==> config.mk <==
export PLATFORM = sky130hd
export DESIGN_NAME = ex_stage
export DESIGN_NICKNAME = d
export VERILOG_FILES = /design/src/logic/rvseed_pkg.sv /design/src/logic/ex_stage.sv
export VERILOG_INCLUDE_DIRS = /design/src /design/src/logic
export SDC_FILE = /design/constraint.sdc
export NUM_CORES = 1
export LEC_CHECK = 0
export BUFFER_PORTS_ARGS = -buffer_cell sky130_fd_sc_hd__buf_2
export CAP_MARGIN = 25
export CORE_AREA = 2 2 211 213
export CTS_BUF_LIST = sky130_fd_sc_hd__clkbuf_16
export DETAILED_ROUTE_END_ITERATION = 6
export DIE_AREA = 0 0 213 215
export PLACE_DENSITY_LB_ADDON = 0.2
export SYNTH_ARGS = -nofsm -noshare
export SYNTH_HDL_FRONTEND = slang
export SYNTH_SLANG_ARGS = --single-unit
==> constraint.sdc <==
create_clock -name clk -period 4.95 [get_ports clk]
set_clock_uncertainty 0.15 [all_clocks]
set_input_delay 0.7425 -clock clk [delete_from_list [all_inputs] [get_ports clk]]
set_output_delay 0.7425 -clock clk [all_outputs]
set_load 0.005 [all_outputs]
==> src/logic/rvseed_settings.svh <==
// width and depth macros for the rv64i pipeline
`ifndef RVSEED_SETTINGS_SVH
`define RVSEED_SETTINGS_SVH

// data path
`define CPU_WIDTH        64

// register file
`define REG_ADDR_WIDTH   5
`define REG_DATA_DEPTH   32

// data RAM indexed by address bits 8 down to 3
`define DMEM_DEPTH       64
`define DMEM_ADDR_WIDTH  6

`endif
==> src/logic/rvseed_pkg.sv <==
// opcode enums and pipeline register structs for the rv64i pipeline
`include "rvseed_settings.svh"

package rvseed_pkg;

    typedef enum logic [6:0] {
        opc_load   = 7'b0000011,
        opc_op_imm = 7'b0010011,
        opc_store  = 7'b0100011,
        opc_op     = 7'b0110011,
        opc_lui    = 7'b0110111,
        opc_branch = 7'b1100011,
        opc_jal    = 7'b1101111,
        opc_system = 7'b1110011
    } rv_opcode_e;

    typedef enum logic [2:0] {
        alu_add,
        alu_sub,
        alu_and,
        alu_or,
        alu_xor,
        alu_slt,
        alu_pass_b              // result is op_b unchanged
    } alu_op_e;

    typedef enum logic [1:0] {
        mem_none,
        mem_load,
        mem_store
    } mem_op_e;

    typedef struct packed {
        logic                        valid;
        logic [`CPU_WIDTH-1:0]       pc;
        logic [31:0]                 inst;
    } if_id_t;

    typedef struct packed {
        logic                        valid;
        logic [`CPU_WIDTH-1:0]       pc;
        alu_op_e                     alu_op;
        logic [`CPU_WIDTH-1:0]       op_a;
        logic [`CPU_WIDTH-1:0]       op_b;
        logic [`CPU_WIDTH-1:0]       store_data;
        mem_op_e                     mem_op;
        logic                        reg_wen;
        logic [`REG_ADDR_WIDTH-1:0]  rd;
        logic                        ebreak;
    } id_ex_t;

    typedef struct packed {
        logic                        valid;
        logic [`CPU_WIDTH-1:0]       pc;
        logic [`CPU_WIDTH-1:0]       alu_res;
        logic [`CPU_WIDTH-1:0]       store_data;
        mem_op_e                     mem_op;
        logic                        reg_wen;
        logic [`REG_ADDR_WIDTH-1:0]  rd;
        logic                        ebreak;
    } ex_mem_t;

    typedef struct packed {
        logic                        valid;
        logic [`CPU_WIDTH-1:0]       pc;
        logic [`CPU_WIDTH-1:0]       wdata;
        logic                        reg_wen;
        logic [`REG_ADDR_WIDTH-1:0]  rd;
        logic                        ebreak;
    } mem_wb_t;

    typedef struct packed {
        logic                        valid;
        logic                        reg_wen;
        logic [`REG_ADDR_WIDTH-1:0]  rd;
        logic [`CPU_WIDTH-1:0]       data;
        logic                        is_load;  // data is still an address
    } fwd_t;

endpackage

==> src/logic/ex_stage.sv <==
// ALU and ex/mem register
`timescale 1ns/10ps
`include "rvseed_settings.svh"

module ex_stage (
    input  logic                 clk,
    input  logic                 rst_n_i,
    input  rvseed_pkg::id_ex_t   de_i,
    output rvseed_pkg::ex_mem_t  em_o,
    output rvseed_pkg::fwd_t     ex_fwd_o
);
    import rvseed_pkg::*;

    logic [`CPU_WIDTH-1:0] alu_res;
    logic                  lt_signed;

    assign lt_signed = $signed(de_i.op_a) < $signed(de_i.op_b);

    always_comb begin
        case (de_i.alu_op)
            alu_sub:    alu_res = de_i.op_a - de_i.op_b;
            alu_and:    alu_res = de_i.op_a & de_i.op_b;
            alu_or:     alu_res = de_i.op_a | de_i.op_b;
            alu_xor:    alu_res = de_i.op_a ^ de_i.op_b;
            alu_slt:    alu_res = {{(`CPU_WIDTH-1){1'b0}}, lt_signed};
            alu_pass_b: alu_res = de_i.op_b;            // lui, jal link
            default:    alu_res = de_i.op_a + de_i.op_b; // also ld/sd address
        endcase
    end

    assign ex_fwd_o = '{valid: de_i.valid, reg_wen: de_i.reg_wen, rd: de_i.rd,
                        data: alu_res, is_load: de_i.mem_op == mem_load};

    always_ff @(posedge clk or negedge rst_n_i) begin
        if (!rst_n_i) begin
            em_o <= '0;
        end else begin
            em_o <= '{valid: de_i.valid, pc: de_i.pc, alu_res: alu_res,
                      store_data: de_i.store_data, mem_op: de_i.mem_op,
                      reg_wen: de_i.reg_wen, rd: de_i.rd, ebreak: de_i.ebreak};
        end
    end

endmodule

==> impl_results.rst <==
.. list-table::
   :header-rows: 1

   * - Metric
     - Value
   * - Final wirelength
     - 81810 um
   * - Number of buffers on the longest clock path
     - 3
   * - Filler Cell Count
     - 4092
   * - Largest net degree at the start of global routing
     - 103
   * - First-pass GRT wire length
     - 121600 um
   * - Syn-to-layout area delta
     - 49.65%
   * - Post-synthesis instance total
     - 2143
   * - VDD IR-drop max
     - 0.0002847 V
   * - Number of antenna violations at the first check in global routing
     - 21
   * - Via-to-Cell Ratio
     - 5.612
   * - Met1 routing resource usage after global routing
     - 43.41%
   * - Number of max-cap violations
     - 0
   * - Leakage power summed over all cells
     - 12.51 nW
   * - Synthesis-stage register bit count
     - 202
   * - Worst Setup Slack, final
     - -0.03130 ns
   * - Worst path arrival time
     - 4.09 ns
   * - Starting DRC count in detailed routing
     - 1535
   * - Unrepaired setup endpoints after global routing
     - true
   * - Final setup fails
     - 3
   * - Synth Area per Inst
     - 7.956 um2
   * - Summed area of non-filler cells in the final layout
     - 25520 um2
   * - Floorplan die height
     - 215 um
   * - Post-route core utilization
     - 58.46%
   * - Die Outline Area
     - 45800 um2
   * - Die X
     - 213 um
   * - Required arrival time at the worst endpoint
     - 4.06 ns
   * - Count of final hold-check violations
     - 0
   * - Reg clk slew, reported paths
     - 0.07 ns
   * - Largest fanout on the critical path
     - 2
   * - Placement Rows
     - 77
   * - Critical path start-end classification
     - input pin to primary output
   * - Minimum period implied by the final worst setup slack
     - 4.981 ns
   * - Last weighted congestion value of the routability-driven placer
     - 0.9866
   * - Routed wire per std cell
     - 22.37 um
   * - Beginning of the critical path
     - de_i[137]
   * - Count of buffers from port buffering
     - 544
   * - Number of flip-flops in the largest register
     - 202
   * - Antenna-violating nets left
     - 0
   * - Clock Sinks
     - 202
   * - Slew HR
     - 36.36%
   * - Fraction of final layout cells with drive strength greater than 1
     - 39.63%
   * - Post-synth ARST share
     - 100.0%
   * - CP startpoint kind
     - input pin
   * - Total Routing Usage GR
     - 34.30%
   * - Status
     - finished, violations left
   * - Worst hold-check path type
     - input pin to asynchronous set/reset pin
   * - Critical Path Sink
     - ex_fwd_o[45]
   * - Total gr overflow
     - 0
   * - Met3 layer usage reported by global route
     - 6.050%
   * - Initial Utilization
     - 39.07%
   * - Sequential area share after synthesis
     - 29.65%
   * - Largest regs
     - em_o: 202 flops
   * - Dpl hpwl
     - 63820 um
   * - Area of the core
     - 43640 um2
   * - Root Buffer Master
     - sky130_fd_sc_hd__clkbuf_16
   * - Number of global-route vias before repair
     - 20500
   * - Crit path capture type
     - primary output
   * - Worst slack after detailed placement
     - -0.5288 ns
   * - CTS buffer count
     - 22
   * - Register containing the most flip-flops in the final layout
     - em_o
   * - Max-slew violation total from the final report
     - 0
   * - Tightest Pin Transition
     - 0.9510 ns
   * - Net count reported at finish
     - 3502
   * - Synthesized net count
     - 2608
   * - M2 GR Usage
     - 56.08%
   * - Placement Cell Area
     - 23280 um2
   * - Overall via count from detail_route
     - 20523
   * - Count of flip-flops with a built-in enable after synthesis
     - 0
   * - DRT Pass-1 Iters
     - 7
   * - Summed instance area of the synthesized netlist
     - 17050 um2
   * - Top flip-flop cell by instance count after synthesis
     - sky130_fd_sc_hd__dfrtp_1
   * - Maximum frequency from static timing analysis
     - 0.2008 GHz
   * - Register area
     - 5055 um2
   * - Most utilized layer in the global route result
     - met2
   * - Number of distinct standard cells referenced by the synthesized netlist
     - 79
   * - Total Negative Setup Slacks
     - -0.04371 ns
   * - DRC Markers
     - 1
   * - TritonCTS clock tree
     - built
   * - Post-route clock period utilization
     - 100.6%
   * - Failing checks
     - DRC, setup timing
   * - H-tree depth
     - 1
   * - Power density of the placed cells
     - 241.8 nW/um2
   * - Combined area of the multi-input logic cells
     - 11720 um2
   * - I/O Pins
     - 545
   * - Number of warnings issued by yosys
     - 0
-- final cells by class --
cell class	instances	share of cell area, %
multi-input cells	1582	45.92
repair buffers	1004	25.20
flip-flops and latches	202	19.81
inverters	225	3.369
well taps	592	2.903
clock buffers	22	2.158
clock inverters	16	0.5002
diodes	14	0.1373
-- kinds of logic (layout without fill, tap and decap cells) --
logic type / Yosys count / after routing / synth area share, %
adder cells (fa/ha/maj): 194 / 194 / 14.32
buffers and inverters: 359 / 1267 / 8.175
flip-flops: 202 / 202 / 29.65
other: 0 / 14 / 0
AND/OR/NAND/NOR: 521 / 521 / 14.12
XOR/XNOR: 35 / 35 / 1.798
multiplexers: 9 / 9 / 0.5577
AO/OA/AOI/OAI: 823 / 823 / 31.38
-- through the flow --
stage          hold slack [ns]  power (mW)  cells
2_1_floorplan           0.2969       3.027   2143
3_3_place_gp            0.6895       4.298   3573
3_5_place_dp            0.7018       4.317   3573
4_1_cts                 0.1081       6.031   3621
5_1_grt                 0.1166       6.498   3656
6_report               0.08696       6.169   3657
-- critical path: stages --
cell                        delay [ns]
sky130_fd_sc_hd__buf_8            0.11
sky130_fd_sc_hd__inv_6            0.05
sky130_fd_sc_hd__ha_4             0.13
sky130_fd_sc_hd__inv_2            0.04
sky130_fd_sc_hd__fa_2             0.37
sky130_fd_sc_hd__nor2b_4          0.15
sky130_fd_sc_hd__o221ai_4         0.19
sky130_fd_sc_hd__nand3_4          0.14
sky130_fd_sc_hd__a2111oi_4        0.44
sky130_fd_sc_hd__o221ai_4         0.21
sky130_fd_sc_hd__a21oi_4          0.24
sky130_fd_sc_hd__o31ai_4          0.11
sky130_fd_sc_hd__buf_4            0.16
sky130_fd_sc_hd__a211o_1          0.28
sky130_fd_sc_hd__a221o_1          0.30
sky130_fd_sc_hd__a22oi_1          0.16
sky130_fd_sc_hd__buf_4            0.16
sky130_fd_sc_hd__buf_6            0.09
-- Yosys cell counts (21+ instances only) --
library cell	count	area share (%)
sky130_fd_sc_hd__a21oi_1	227	6.7
sky130_fd_sc_hd__inv_1	220	4.8
sky130_fd_sc_hd__dfrtp_1	202	30
sky130_fd_sc_hd__ha_1	192	14
sky130_fd_sc_hd__o21ai_0	183	5.4
sky130_fd_sc_hd__nor2_1	180	4.0
sky130_fd_sc_hd__nand2_1	147	3.2
sky130_fd_sc_hd__clkbuf_1	104	2.3
sky130_fd_sc_hd__o22ai_1	53	1.9
sky130_fd_sc_hd__nor3_1	36	1.1
sky130_fd_sc_hd__xnor2_1	32	1.6
sky130_fd_sc_hd__a22oi_1	31	1.4
sky130_fd_sc_hd__nand3_1	30	0.88
sky130_fd_sc_hd__a211oi_1	29	1.3
sky130_fd_sc_hd__o21bai_1	28	1.2
sky130_fd_sc_hd__o31ai_1	26	1.1
sky130_fd_sc_hd__nand2b_1	25	0.92
sky130_fd_sc_hd__o211ai_1	25	1.1
sky130_fd_sc_hd__o221ai_1	25	1.3
sky130_fd_sc_hd__a221o_1	23	1.4
sky130_fd_sc_hd__nor2b_1	23	0.84
sky130_fd_sc_hd__a21o_1	22	0.97
sky130_fd_sc_hd__nor4_1	22	0.81
sky130_fd_sc_hd__a221oi_1	21	1.1
-- placed cells by master (no fill, tap or decap), types with 22 or more instances in the layout --
cell type	synthesis	final
sky130_fd_sc_hd__a21o_1	22	22
sky130_fd_sc_hd__o31ai_1	26	23
sky130_fd_sc_hd__o21bai_1	28	27
sky130_fd_sc_hd__buf_6	1	28
sky130_fd_sc_hd__nand3_1	30	26
sky130_fd_sc_hd__a22oi_1	31	30
sky130_fd_sc_hd__a221o_1	23	23
sky130_fd_sc_hd__ha_1	192	169
sky130_fd_sc_hd__a21oi_1	227	209
sky130_fd_sc_hd__inv_1	220	208
sky130_fd_sc_hd__buf_4	7	440
sky130_fd_sc_hd__nand2_1	147	145
sky130_fd_sc_hd__nand2b_1	25	23
sky130_fd_sc_hd__nor2_1	180	173
sky130_fd_sc_hd__o21ai_0	183	173
sky130_fd_sc_hd__o22ai_1	53	51
sky130_fd_sc_hd__nor3_1	36	33
sky130_fd_sc_hd__buf_2	10	526
sky130_fd_sc_hd__dfrtp_1	202	202
sky130_fd_sc_hd__xnor2_1	32	32
sky130_fd_sc_hd__o211ai_1	25	25
sky130_fd_sc_hd__clkbuf_16	0	22
-- routing by layer --
metal / share of wire, % / vias up / routed length (um)
li1: - / 9480 / -
met1: 40 / 9902 / 33060
met2: 47 / 923 / 38250
met3: 7.7 / 210 / 6286
met4: 5.1 / 8 / 4160
met5: 0.060 / - / 49
-- what timing repair did --
action                                  in CTS  in global routing
endpoints found under the setup margin      34                 35
resized for setup                          130                128
hold buffers                                 0                  0
buffers inserted                            14                 25
pin swaps                                   59                 66
-- worst min path at each step --
stage | from | to | slack, ns | depth (start not counted)
finish | rst_n_i | em_o[131]$_DFF_PN0_ | 0.09 | 1
global route | de_i[71] | em_o[71]$_DFF_PN0_ | 0.12 | 1
CTS | rst_n_i | em_o[131]$_DFF_PN0_ | 0.11 | 1
detailed placement | de_i[60] | em_o[60]$_DFF_PN0_ | 0.70 | 1
global placement | rst_n_i | em_o[126]$_DFF_PN0_ | 0.69 | 1
floorplan | rst_n_i | em_o[0]$_DFF_PN0_ | 0.30 | 0
-- where the power goes --
| part | switching [mW] | internal (mW) |
|---|---|---|
| clock network | 0.730 | 0.867 |
| registers | 0.0398 | 1.79 |
| logic | 1.53 | 1.21 |
| total | 2.30 | 3.87 |
Note: power is estimated with default switching activity, not from simulation.
