==> src/logic/rvseed_settings.svh <==
// width and depth macros for the rv64i pipeline
`ifndef RVSEED_SETTINGS_SVH
`define RVSEED_SETTINGS_SVH

// data path
`define CPU_WIDTH        64

// register file
`define REG_ADDR_WIDTH   5
`define REG_DATA_DEPTH   32

// data RAM indexed by address bits 8 down to 3
`define DMEM_DEPTH       64
`define DMEM_ADDR_WIDTH  6

`endif
==> src/logic/rvseed_pkg.sv <==
// opcode enums and pipeline register structs for the rv64i pipeline
`include "rvseed_settings.svh"

package rvseed_pkg;

    typedef enum logic [6:0] {
        opc_load   = 7'b0000011,
        opc_op_imm = 7'b0010011,
        opc_store  = 7'b0100011,
        opc_op     = 7'b0110011,
        opc_lui    = 7'b0110111,
        opc_branch = 7'b1100011,
        opc_jal    = 7'b1101111,
        opc_system = 7'b1110011
    } rv_opcode_e;

    typedef enum logic [2:0] {
        alu_add,
        alu_sub,
        alu_and,
        alu_or,
        alu_xor,
        alu_slt,
        alu_pass_b              // result is op_b unchanged
    } alu_op_e;

    typedef enum logic [1:0] {
        mem_none,
        mem_load,
        mem_store
    } mem_op_e;

    typedef struct packed {
        logic                        valid;
        logic [`CPU_WIDTH-1:0]       pc;
        logic [31:0]                 inst;
    } if_id_t;

    typedef struct packed {
        logic                        valid;
        logic [`CPU_WIDTH-1:0]       pc;
        alu_op_e                     alu_op;
        logic [`CPU_WIDTH-1:0]       op_a;
        logic [`CPU_WIDTH-1:0]       op_b;
        logic [`CPU_WIDTH-1:0]       store_data;
        mem_op_e                     mem_op;
        logic                        reg_wen;
        logic [`REG_ADDR_WIDTH-1:0]  rd;
        logic                        ebreak;
    } id_ex_t;

    typedef struct packed {
        logic                        valid;
        logic [`CPU_WIDTH-1:0]       pc;
        logic [`CPU_WIDTH-1:0]       alu_res;
        logic [`CPU_WIDTH-1:0]       store_data;
        mem_op_e                     mem_op;
        logic                        reg_wen;
        logic [`REG_ADDR_WIDTH-1:0]  rd;
        logic                        ebreak;
    } ex_mem_t;

    typedef struct packed {
        logic                        valid;
        logic [`CPU_WIDTH-1:0]       pc;
        logic [`CPU_WIDTH-1:0]       wdata;
        logic                        reg_wen;
        logic [`REG_ADDR_WIDTH-1:0]  rd;
        logic                        ebreak;
    } mem_wb_t;

    typedef struct packed {
        logic                        valid;
        logic                        reg_wen;
        logic [`REG_ADDR_WIDTH-1:0]  rd;
        logic [`CPU_WIDTH-1:0]       data;
        logic                        is_load;  // data is still an address
    } fwd_t;

endpackage

==> src/logic/if_stage.sv <==
// fetch stage with pc register, next-pc select and if/id register
`timescale 1ns/10ps
`include "rvseed_settings.svh"

module if_stage (
    input  logic                   clk,
    input  logic                   rst_n_i,
    input  logic [31:0]            inst_i,
    input  logic                   stall_i,
    input  logic                   redirect_i,
    input  logic [`CPU_WIDTH-1:0]  target_i,
    output logic [`CPU_WIDTH-1:0]  pc_o,
    output rvseed_pkg::if_id_t     fd_o
);
    import rvseed_pkg::*;

    logic [`CPU_WIDTH-1:0] pc_next;

    always_comb begin
        if (redirect_i)   pc_next = target_i;   // taken branch or jal
        else if (stall_i) pc_next = pc_o;       // load-use hold
        else              pc_next = pc_o + 'd4;
    end

    always_ff @(posedge clk or negedge rst_n_i) begin
        if (!rst_n_i) begin
            pc_o <= '0;
            fd_o <= '0;
        end else begin
            pc_o <= pc_next;
            if (redirect_i) fd_o.valid <= 1'b0;  // squash the slot behind the jump
            else if (!stall_i) fd_o <= '{valid: 1'b1, pc: pc_o, inst: inst_i};
        end
    end

endmodule

==> config.mk <==
export PLATFORM = sky130hd
export DESIGN_NAME = if_stage
export DESIGN_NICKNAME = d
export VERILOG_FILES = /design/src/logic/rvseed_pkg.sv /design/src/logic/if_stage.sv
export VERILOG_INCLUDE_DIRS = /design/src /design/src/logic
export SDC_FILE = /design/constraint.sdc
export NUM_CORES = 1
export LEC_CHECK = 0
export ABC_CLOCK_PERIOD_IN_PS = 2500
export BUFFER_PORTS_ARGS = -buffer_cell sky130_fd_sc_hd__buf_4
export CAP_MARGIN = 20
export CORE_MARGIN = 4
export CORE_UTILIZATION = 39
export CTS_CLUSTER_DIAMETER = 120
export DETAILED_ROUTE_END_ITERATION = 12
export SYNTH_ARGS = -nofsm -noshare
export SYNTH_HDL_FRONTEND = slang
export SYNTH_SLANG_ARGS = --single-unit
==> constraint.sdc <==
create_clock -name clk -period 2.5 [get_ports clk]
set_input_delay 0.25 -clock clk [delete_from_list [all_inputs] [get_ports clk]]
set_output_delay 0.25 -clock clk [all_outputs]
set_load 0.1 [all_outputs]
==> results of run 1 <==
sequential cells by signal, indices dropped and copies added (netlist names):
signal	count
pc_o	64
fd_o	97
cells in the final DEF, fill, tap and decap left out, types with 6 or more instances in the layout:
master                      count
sky130_fd_sc_hd__o21ai_0       28
sky130_fd_sc_hd__nor4_1        10
sky130_fd_sc_hd__mux2i_1        7
sky130_fd_sc_hd__dfrtp_1      118
sky130_fd_sc_hd__o21ai_1        7
sky130_fd_sc_hd__nand4_1       43
sky130_fd_sc_hd__or3_1         10
sky130_fd_sc_hd__a31oi_1        9
sky130_fd_sc_hd__nor3_1        13
sky130_fd_sc_hd__buf_4        280
sky130_fd_sc_hd__nand2_1       72
sky130_fd_sc_hd__nand3_1       42
sky130_fd_sc_hd__nor2b_1        6
sky130_fd_sc_hd__xor2_1        17
sky130_fd_sc_hd__mux2_2       101
sky130_fd_sc_hd__or4_1          8
sky130_fd_sc_hd__xnor2_1       14
sky130_fd_sc_hd__dfrtp_2       43
sky130_fd_sc_hd__inv_1          9
sky130_fd_sc_hd__nor2_1        26
sky130_fd_sc_hd__clkbuf_16     17
sky130_fd_sc_hd__o211ai_1       9
sky130_fd_sc_hd__a22oi_1        6
through the flow:
step           std cells  setup TNS (ns)  setup WS, ns  instance area [um2]
6_report            1222               0         0.198                10600
4_1_cts             1222               0         0.214                10600
3_5_place_dp        1189               0         0.217                10000
2_1_floorplan        678         -0.0487       -0.0487                 7650
5_1_grt             1222               0        0.0415                10600
3_3_place_gp        1189               0         0.229                10000
worst max-delay path: stages, from the launching register on:
cell and delay, ns:
sky130_fd_sc_hd__dfrtp_2 0.45, sky130_fd_sc_hd__nand4_1 0.28, sky130_fd_sc_hd__nor4_1 0.51, sky130_fd_sc_hd__nand4_1 0.36, sky130_fd_sc_hd__or4_1 0.56, sky130_fd_sc_hd__nand3_1 0.08
metal layers:
metal  vias up  wire (um)
li1       3053          -
met1      3150      10000
met2       255      10900
met3        22       2070
met4         0        263
met5         -          0
what timing repair did:
action	4_1_cts	5_1_grt
hold buffers	1	0
hold endpoints to repair	65	0
resized for setup	0	0
report_power, final:
part	switching, W	internal [W]	leakage [nW]	total [W]
logic	0.00335	0.000932	2.48	0.00428
clock network	0.00111	0.00150	0.273	0.00261
registers	0.000352	0.00299	1.86	0.00335
cell type report:
| type | instances | area [um2] |
|---|---|---|
| tap | 260 | 325 |
| timing repair buffer | 287 | 2220 |
| inverter | 9 | 33.8 |
| clock inverter | 12 | 135 |
| sequential | 161 | 4080 |
| fill | 1730 | 8320 |
| multi-input combinational | 473 | 3390 |
| clock buffer | 20 | 447 |
cell families after synthesis:
family / Yosys count / synth area share (%)
xor+xnor: 31 / 3.57
simple gates: 263 / 19.3
flops: 161 / 53.0
compound gates: 70 / 5.62
mux: 108 / 15.9
fa+ha+maj: 1 / 0.165
buf+inv: 44 / 2.37
synth_stat cells, types with 3 or more instances:
cell	number
sky130_fd_sc_hd__a21oi_1	3
sky130_fd_sc_hd__nor2b_1	6
sky130_fd_sc_hd__nor4_4	3
sky130_fd_sc_hd__inv_1	9
sky130_fd_sc_hd__nor4_1	10
sky130_fd_sc_hd__mux2i_1	7
sky130_fd_sc_hd__and2_1	3
sky130_fd_sc_hd__a22oi_1	6
sky130_fd_sc_hd__nor2_1	27
sky130_fd_sc_hd__nand3b_1	3
sky130_fd_sc_hd__xnor2_1	14
sky130_fd_sc_hd__or3_1	10
sky130_fd_sc_hd__nand4_1	43
sky130_fd_sc_hd__and3_1	5
sky130_fd_sc_hd__nor3_1	13
sky130_fd_sc_hd__buf_2	11
sky130_fd_sc_hd__or4_1	8
sky130_fd_sc_hd__xor2_1	17
sky130_fd_sc_hd__mux2_2	101
sky130_fd_sc_hd__nand2_1	72
sky130_fd_sc_hd__o211ai_1	9
sky130_fd_sc_hd__nand3_1	42
sky130_fd_sc_hd__nor4_2	4
sky130_fd_sc_hd__o21ai_0	28
sky130_fd_sc_hd__clkbuf_1	22
sky130_fd_sc_hd__dfrtp_1	161
sky130_fd_sc_hd__a211o_1	3
sky130_fd_sc_hd__o21ai_1	7
sky130_fd_sc_hd__a31oi_1	9
sky130_fd_sc_hd__nand4b_1	4
worst paths after layout:
check / cells after the start / to / startpoint
max: 5 / pc_o[48] / pc_o[6]
min: 3 / pc_o[2] / target_i[2]
max reg2reg: 5 / pc_o[48] / pc_o[6]
min reg2reg: 1 / fd_o[32] / fd_o[32]
max in group asynchronous: 3 / pc_o[56] / rst_n_i
min in group asynchronous: 2 / fd_o[62] / rst_n_i
==> metrics.log, run 1 <==
[metrics] fin util: 56.1%
[metrics] pin slew with the least headroom to its limit: 0.701 ns
[metrics] TritonCTS clock tree: done
[metrics] drt first-iter violations: 497
[metrics] CTS Sinks: 161
[metrics] weighted congestion reported at the end of routability-driven placement: roughly 0.85
[metrics] sequential area share after synthesis: roughly 53%
[metrics] global routing's busiest layer: met2
[metrics] number of global-route vias before repair: roughly 6700
[metrics] Synth Cell Area: 7590 um2
[metrics] global-route met2 utilization: 34.1%
[metrics] Critical Setup Path Class: flop to flop
[metrics] count of port buffers added during placement: 260
[metrics] global route total overflow: 0
[metrics] Final Hold Vio Count: 0
[metrics] mean cell area of the mapped netlist: 11.2 um2
[metrics] initial core utilization: around two fifths
[metrics] cell count after synthesis: between 600 and 700
[metrics] area enclosed by the die boundary: 21800 um2
[metrics] proportion of register bits with asynchronous set or reset after synthesis: 100%
[metrics] Max Cap Violations: 0
[metrics] overall routing resource usage: 21.6%
[metrics] number of distinct library cell variants in the gate-level netlist after synthesis: 45
[metrics] die width: approximately 150 um
[metrics] GR Layer Usage met1: 28.5%
[metrics] maximum fanout count along the critical path: 9
[metrics] RSZ-0062 raised after global routing: no
[metrics] HPWL Detailed: 17300 um
[metrics] number of nets with antenna violations after routing: 0
[metrics] row count: 50
[metrics] first-pass GRT wire length: 37500 um
[metrics] clock buffer depth: 2
[metrics] share of Yosys cell area claimed by the top area cell type: 53.0%
[metrics] global-route track usage on met3: 7.97%
[metrics] number of failing setup endpoints in the final timing report: 0
[metrics] worst slew slack as a fraction of its limit: 53.3%
[metrics] diode insertion count for antenna repair: 0
[metrics] router iterations before antenna repair: 5
[metrics] Syn. warnings: 0
[metrics] endpoint arrival time on the critical path: 2.66 ns
[metrics] top cells by area in the synthesized netlist: sky130_fd_sc_hd__dfrtp_1 53%, sky130_fd_sc_hd__mux2_2 15%, sky130_fd_sc_hd__nand2_1 3.6%
[metrics] routed via count divided by cell count: 5.30
[metrics] number of remaining DRC errors: 0
[metrics] share of post-route cells with drive strength above 1: 49.1%
[metrics] buffers inserted by post-CTS timing repair: 0
[metrics] Worst-Skew Late Latency: 0.42 ns
[metrics] pwr dens: 962 nW/um2
[metrics] # IOs: between 200 and 300
[metrics] top_reg_cell synth: sky130_fd_sc_hd__dfrtp_1
[metrics] detailed-route wire length per cell: 19.0 um
[metrics] total power after layout: 0.0102 W
[metrics] area added between synthesis and finish: 40.1%
[metrics] Post-Route Hold Slack: 0.0346 ns
[metrics] sort of element at the start of the critical path: flop
[metrics] largest area contributor in the synthesized netlist: sky130_fd_sc_hd__dfrtp_1
[metrics] Data required, critical path: 2.86 ns
[metrics] final worst-path cycle share: slightly above 90%
[metrics] post-layout min period: 2.30 ns
[metrics] Slew Limit Fails: 0
[metrics] largest net degree at the start of global routing: 79
[metrics] Critical Path Sink Type: flop
[metrics] vertical die dimension: 148 um
[metrics] detailed-route via count: 6480
[metrics] Net count, final: between 1000 and 1500
[metrics] clock-pin transition on the worst setup and hold timing paths: 0.07 ns
[metrics] Leak: 4.62 nW
[metrics] reg-to-reg slack, setup: 0.20 ns
[metrics] initial antenna violation count: 0
[metrics] count of flip-flops with a built-in enable after synthesis: 0
[metrics] core region area: 19000 um2
[metrics] number of H-tree levels: 4
[metrics] synthesis-stage register bit count: 161
[metrics] maximum vdd ir drop: 569 uV
[metrics] upper clock frequency limit: 434 MHz
[metrics] class of the worst hold path: input pin to flop
[metrics] net count of the mapped netlist: 779
[metrics] clock tree root driver cell: sky130_fd_sc_hd__clkbuf_16
[metrics] Inserted Clock Buffers: 17
[metrics] Final Skew: 0.00812 ns
[metrics] overall routed net length: 23200 um
[metrics] result of the run: complete, no violations
(Power assumes the default switching activity.)
==> run 2: changes to the inputs <==
- ABC_AREA: not set -> 1
==> run 2 against run 1 <==
Flip-flop and latch count unchanged. Register-to-register slack better by 0.21 ns. Routed wire length up 35%. Final area up 5.7%. Sequential share of layout area down 2.6 points. Total power down 4.0%. Clock skew up 0.0084 ns. Critical path depth up 5. Synthesized area up 10%. Clock power up 3%.
==> metrics.log, run 2 <==
[metrics] result of the run: complete, no violations
[metrics] final worst-path cycle share: 83.7% (-8.4 points)
[metrics] Synth Cell Area: 8380 um2 (+10%)
[metrics] cells on worst reg2reg path: 10 (+5)
[metrics] # IOs: 261 (unchanged)
[metrics] launching point of the worst reg2reg path: pc_o[2]
[metrics] startpoint of the lowest-slack hold path: inst_i[6]
[metrics] proportion of register bits with asynchronous set or reset after synthesis: 100% (unchanged)
[metrics] area added between synthesis and finish: 34.2%
[metrics] Critical Setup Path Class: flop to flop
[metrics] largest registers: fd_o x97, pc_o x64
[metrics] number of H-tree levels: 4 (unchanged)
[metrics] capture instance of the worst register-to-register path: pc_o[28]
[metrics] row count: 53 (+6.0%)
[metrics] number of nets with antenna violations after routing: 0 (unchanged)
[metrics] commonest non-fill, non-tap cell in the layout: sky130_fd_sc_hd__nand2_1
[metrics] number of failing setup endpoints in the final timing report: 0 (unchanged)
[metrics] die width: 155 um (+4.8%)
[metrics] hold depth: 3 (unchanged)
[metrics] Final Hold Vio Count: 0 (unchanged)
[metrics] net count of the mapped netlist: 1270 (+63%)
[metrics] reg-to-reg slack, setup: 0.41 ns (+0.21 ns)
[metrics] fin util: 53.3% (-2.8 points)
[metrics] Sw Share: 47.3% (+0.28 points)
[metrics] clock buffer depth: 2 (unchanged)
[metrics] top cells by area in the synthesized netlist: sky130_fd_sc_hd__dfrtp_1 48%, sky130_fd_sc_hd__nand2_1 17%, sky130_fd_sc_hd__nor2_1 10%
[metrics] Inserted Clock Buffers: 17 (unchanged)
[metrics] largest register by flop count: fd_o
[metrics] synthesis-stage register bit count: 161 (unchanged)
[metrics] CP max stage delay: 0.42 ns (-0.14 ns)
[metrics] number of global-route vias before repair: 8327 (+23%)
[metrics] Slew Limit Fails: 0 (unchanged)
[metrics] Total Neg Setup Slack: 0 ns (unchanged)
[metrics] Critical Path Sink Type: flop
[metrics] vertical die dimension: 155 um (+4.8%)
[metrics] Leak: 5.46 nW (+18%)
[metrics] flip-flop count of the largest register after layout: 97 (unchanged)
[metrics] count of port buffers added during placement: 260 (unchanged)
[metrics] Final Skew: 0.0165 ns (+0.00839 ns)
[metrics] routed via count divided by cell count: 5.11 (-3.7%)
[metrics] drt first-iter violations: 822 (+65%)
[metrics] overall routing resource usage: 26.1% (+4.5 points)
[metrics] total power after layout: 0.00983 W (-4.0%)
[metrics] Data required, critical path: 2.82 ns (-0.04 ns)
[metrics] clock-pin transition on the worst setup and hold timing paths: 0.07 ns (about the same)
[metrics] cell count after synthesis: 1169 (+72%)
[metrics] largest net degree at the start of global routing: 68 (-14%)
[metrics] global route total overflow: 0 (unchanged)
[metrics] sort of element at the start of the critical path: flop
[metrics] Net count, final: 1524 (+45%)
[metrics] count of fill cells added during filler insertion: 2143 (+24%)
[metrics] relative contribution of the clock network to total power: 27.4% (+1.9 points)
[metrics] Syn. warnings: 0 (unchanged)
[metrics] slowest stage cell on the critical path: sky130_fd_sc_hd__dfrtp_1
[metrics] maximum vdd ir drop: 477 uV (-16%)
[metrics] top cells by count, synth: 386 x sky130_fd_sc_hd__nand2_1, 233 x sky130_fd_sc_hd__nor2_1, 161 x sky130_fd_sc_hd__dfrtp_1
[metrics] largest area contributor in the synthesized netlist: sky130_fd_sc_hd__dfrtp_1
[metrics] detailed-route wire length per cell: 18.3 um (-3.8%)
[metrics] worst-case hold path end point: fd_o[6]
[metrics] class of the worst hold path: input pin to flop
[metrics] number of distinct library cell variants in the gate-level netlist after synthesis: 31 (-31%)
[metrics] count of flip-flops with a built-in enable after synthesis: 0 (unchanged)
[metrics] switching power: 0.00465 W (-3.4%)
[metrics] CTS Sinks: 161 (unchanged)
[metrics] maximum fanout count along the critical path: 5 (-4)
[metrics] Worst-Skew Late Latency: 0.44 ns (+0.02 ns)
[metrics] area of all placed cells without fillers: 11200 um2 (+5.7%)
[metrics] TritonCTS clock tree: done
[metrics] Post-DP Area: 10600 um2 (+5.9%)
[metrics] pin slew with the least headroom to its limit: 0.687 ns (-0.0140 ns)
[metrics] overall routed net length: 31300 um (+35%)
[metrics] number of remaining DRC errors: 0 (unchanged)
[metrics] core region area: 21100 um2 (+11%)
[metrics] HPWL Detailed: 24100 um (+39%)
[metrics] initial core utilization: 39.7% (-0.32 points)
[metrics] area enclosed by the die boundary: 23900 um2 (+9.8%)
[metrics] crit-path cells: ha_1 -> nand2_1 -> nor2_2 -> nand2_2 -> nor2_2 -> nand2_1 -> nor2_1 -> nor2_1 -> nor2_1 -> nand2_1
[metrics] sequential area share after synthesis: 48.1% (-5.0 points)
[metrics] Post-Route Hold Slack: 0.0182 ns (-0.0164 ns)
[metrics] design internal power: 0.00518 W (-4.5%)
[metrics] Max Cap Violations: 0 (unchanged)
[metrics] worst slew slack as a fraction of its limit: 54.2% (+0.93 points)
[metrics] Comb power frac: 39.8% (-2.0 points)
[metrics] endpoint arrival time on the critical path: 2.41 ns (-0.25 ns)
[metrics] first-pass GRT wire length: 48500 um (+29%)
[metrics] post-layout min period: 2.09 ns (-0.210 ns)
[metrics] detailed-route via count: 8740 (+35%)
[metrics] RSZ-0062 raised after global routing: no
[metrics] most numerous cell in the Yosys netlist: sky130_fd_sc_hd__nand2_1
[metrics] top_reg_cell synth: sky130_fd_sc_hd__dfrtp_1
[metrics] share of Yosys cell area claimed by the top area cell type: 48.1% (-5.0 points)
[metrics] leading cell types in the layout, fill and taps excluded: 386 x sky130_fd_sc_hd__nand2_1, 272 x sky130_fd_sc_hd__buf_4, 233 x sky130_fd_sc_hd__nor2_1
[metrics] initial antenna violation count: 1 (+1)
[metrics] weighted congestion reported at the end of routability-driven placement: 0.906 (+6.6%)
[metrics] share of post-route cells with drive strength above 1: 23.1% (-26 points)
[metrics] mean cell area of the mapped netlist: 7.17 um2 (-36%)
[metrics] pwr dens: 874 nW/um2 (-9.2%)
[metrics] upper clock frequency limit: 478 MHz (+10%)
[metrics] clock tree root driver cell: sky130_fd_sc_hd__clkbuf_16
[metrics] sequential cell fraction of total power: 32.8% (about the same)
[metrics] router iterations before antenna repair: 5 (unchanged)
-- run 2: cell count changes after synthesis, sizes merged, moves of 16 or more --
cell,before,now
nand3,42,89
nand2,72,389
mux2,101,0
nor4,17,0
o21ai,35,64
nor2,27,250
xor2,17,0
buf,12,28
inv,9,95
-- run 2: how the worst max path moves through the flow --
stage / from / to / cells after the start
floorplan: pc_o[3] / pc_o[58] / 10
global placement: pc_o[2] / pc_o[58] / 10
detailed placement: pc_o[2] / pc_o[28] / 10
CTS: pc_o[2] / pc_o[28] / 10
global route: pc_o[3] / pc_o[28] / 10
finish: pc_o[2] / pc_o[28] / 10
-- run 2: layout make-up --
type / instances / area, um2 / share of cell area (%)
Inverter: 95 / 359 / 3.19
Tap cell: 275 / 344 / 3.06
Timing Repair Buffer: 276 / 2100 / 18.7
Clock inverter: 14 / 173 / 1.53
Multi-Input combinational cell: 872 / 3810 / 33.9
Sequential cell: 161 / 4030 / 35.8
Antenna cell: 1 / 2.50 / 0.0222
Clock buffer: 17 / 425 / 3.78
-- run 2: repair_timing --
action | in CTS | in global routing
setup buffers | 0 | 0
resized for setup | 0 | 0
hold buffers | 1 | 0
hold endpoints to repair | 63 | 0
-- run 2: kinds of logic (layout without fill, tap and decap cells) --
group | Yosys count | in the layout | synth area share (%)
AOI/OAI and AO/OA | 89 | 89 | 6.27
other | 0 | 1 | 0
and+or+nand+nor | 782 | 782 | 39.1
DFF | 161 | 161 | 48.1
buffers and inverters | 136 | 402 | 6.42
adders and majority gates | 1 | 1 | 0.149
-- run 2: routing by layer --
metal  track usage, %  routed length [um]  up-vias
li1                 -                   -     4245
met1             37.3               14200     4084
met2             40.1               13800      374
met3             6.30                2670       37
met4             6.56                 639        0
met5                0                   0        -
-- run 2: per-stage QoR --
stage / std cells / setup slack, ns
final: 1711 / 0.408
after global placement: 1678 / 0.487
after CTS: 1710 / 0.446
after global routing: 1711 / 0.243
after detailed placement: 1678 / 0.468
after floorplan: 1169 / 0.158
-- run 2: power groups by stage --
stage	combinational [W]	sequential, W	clock (W)
4_1_cts	0.00394	0.00322	0.00274
5_1_grt	0.00408	0.00327	0.00285
3_5_place_dp	0.00393	0.00327	0
2_1_floorplan	0.000538	0.00560	0
3_3_place_gp	0.00392	0.00326	0
6_report	0.00391	0.00322	0.00269
-- run 2: worst max-delay path: cells and delay by family (launching register included) --
kind / cells / cell delay [ns]
flip-flops: 1 / 0.42
adder cells (fa/ha/maj): 1 / 0.24
AND/OR/NAND/NOR: 9 / 1.31
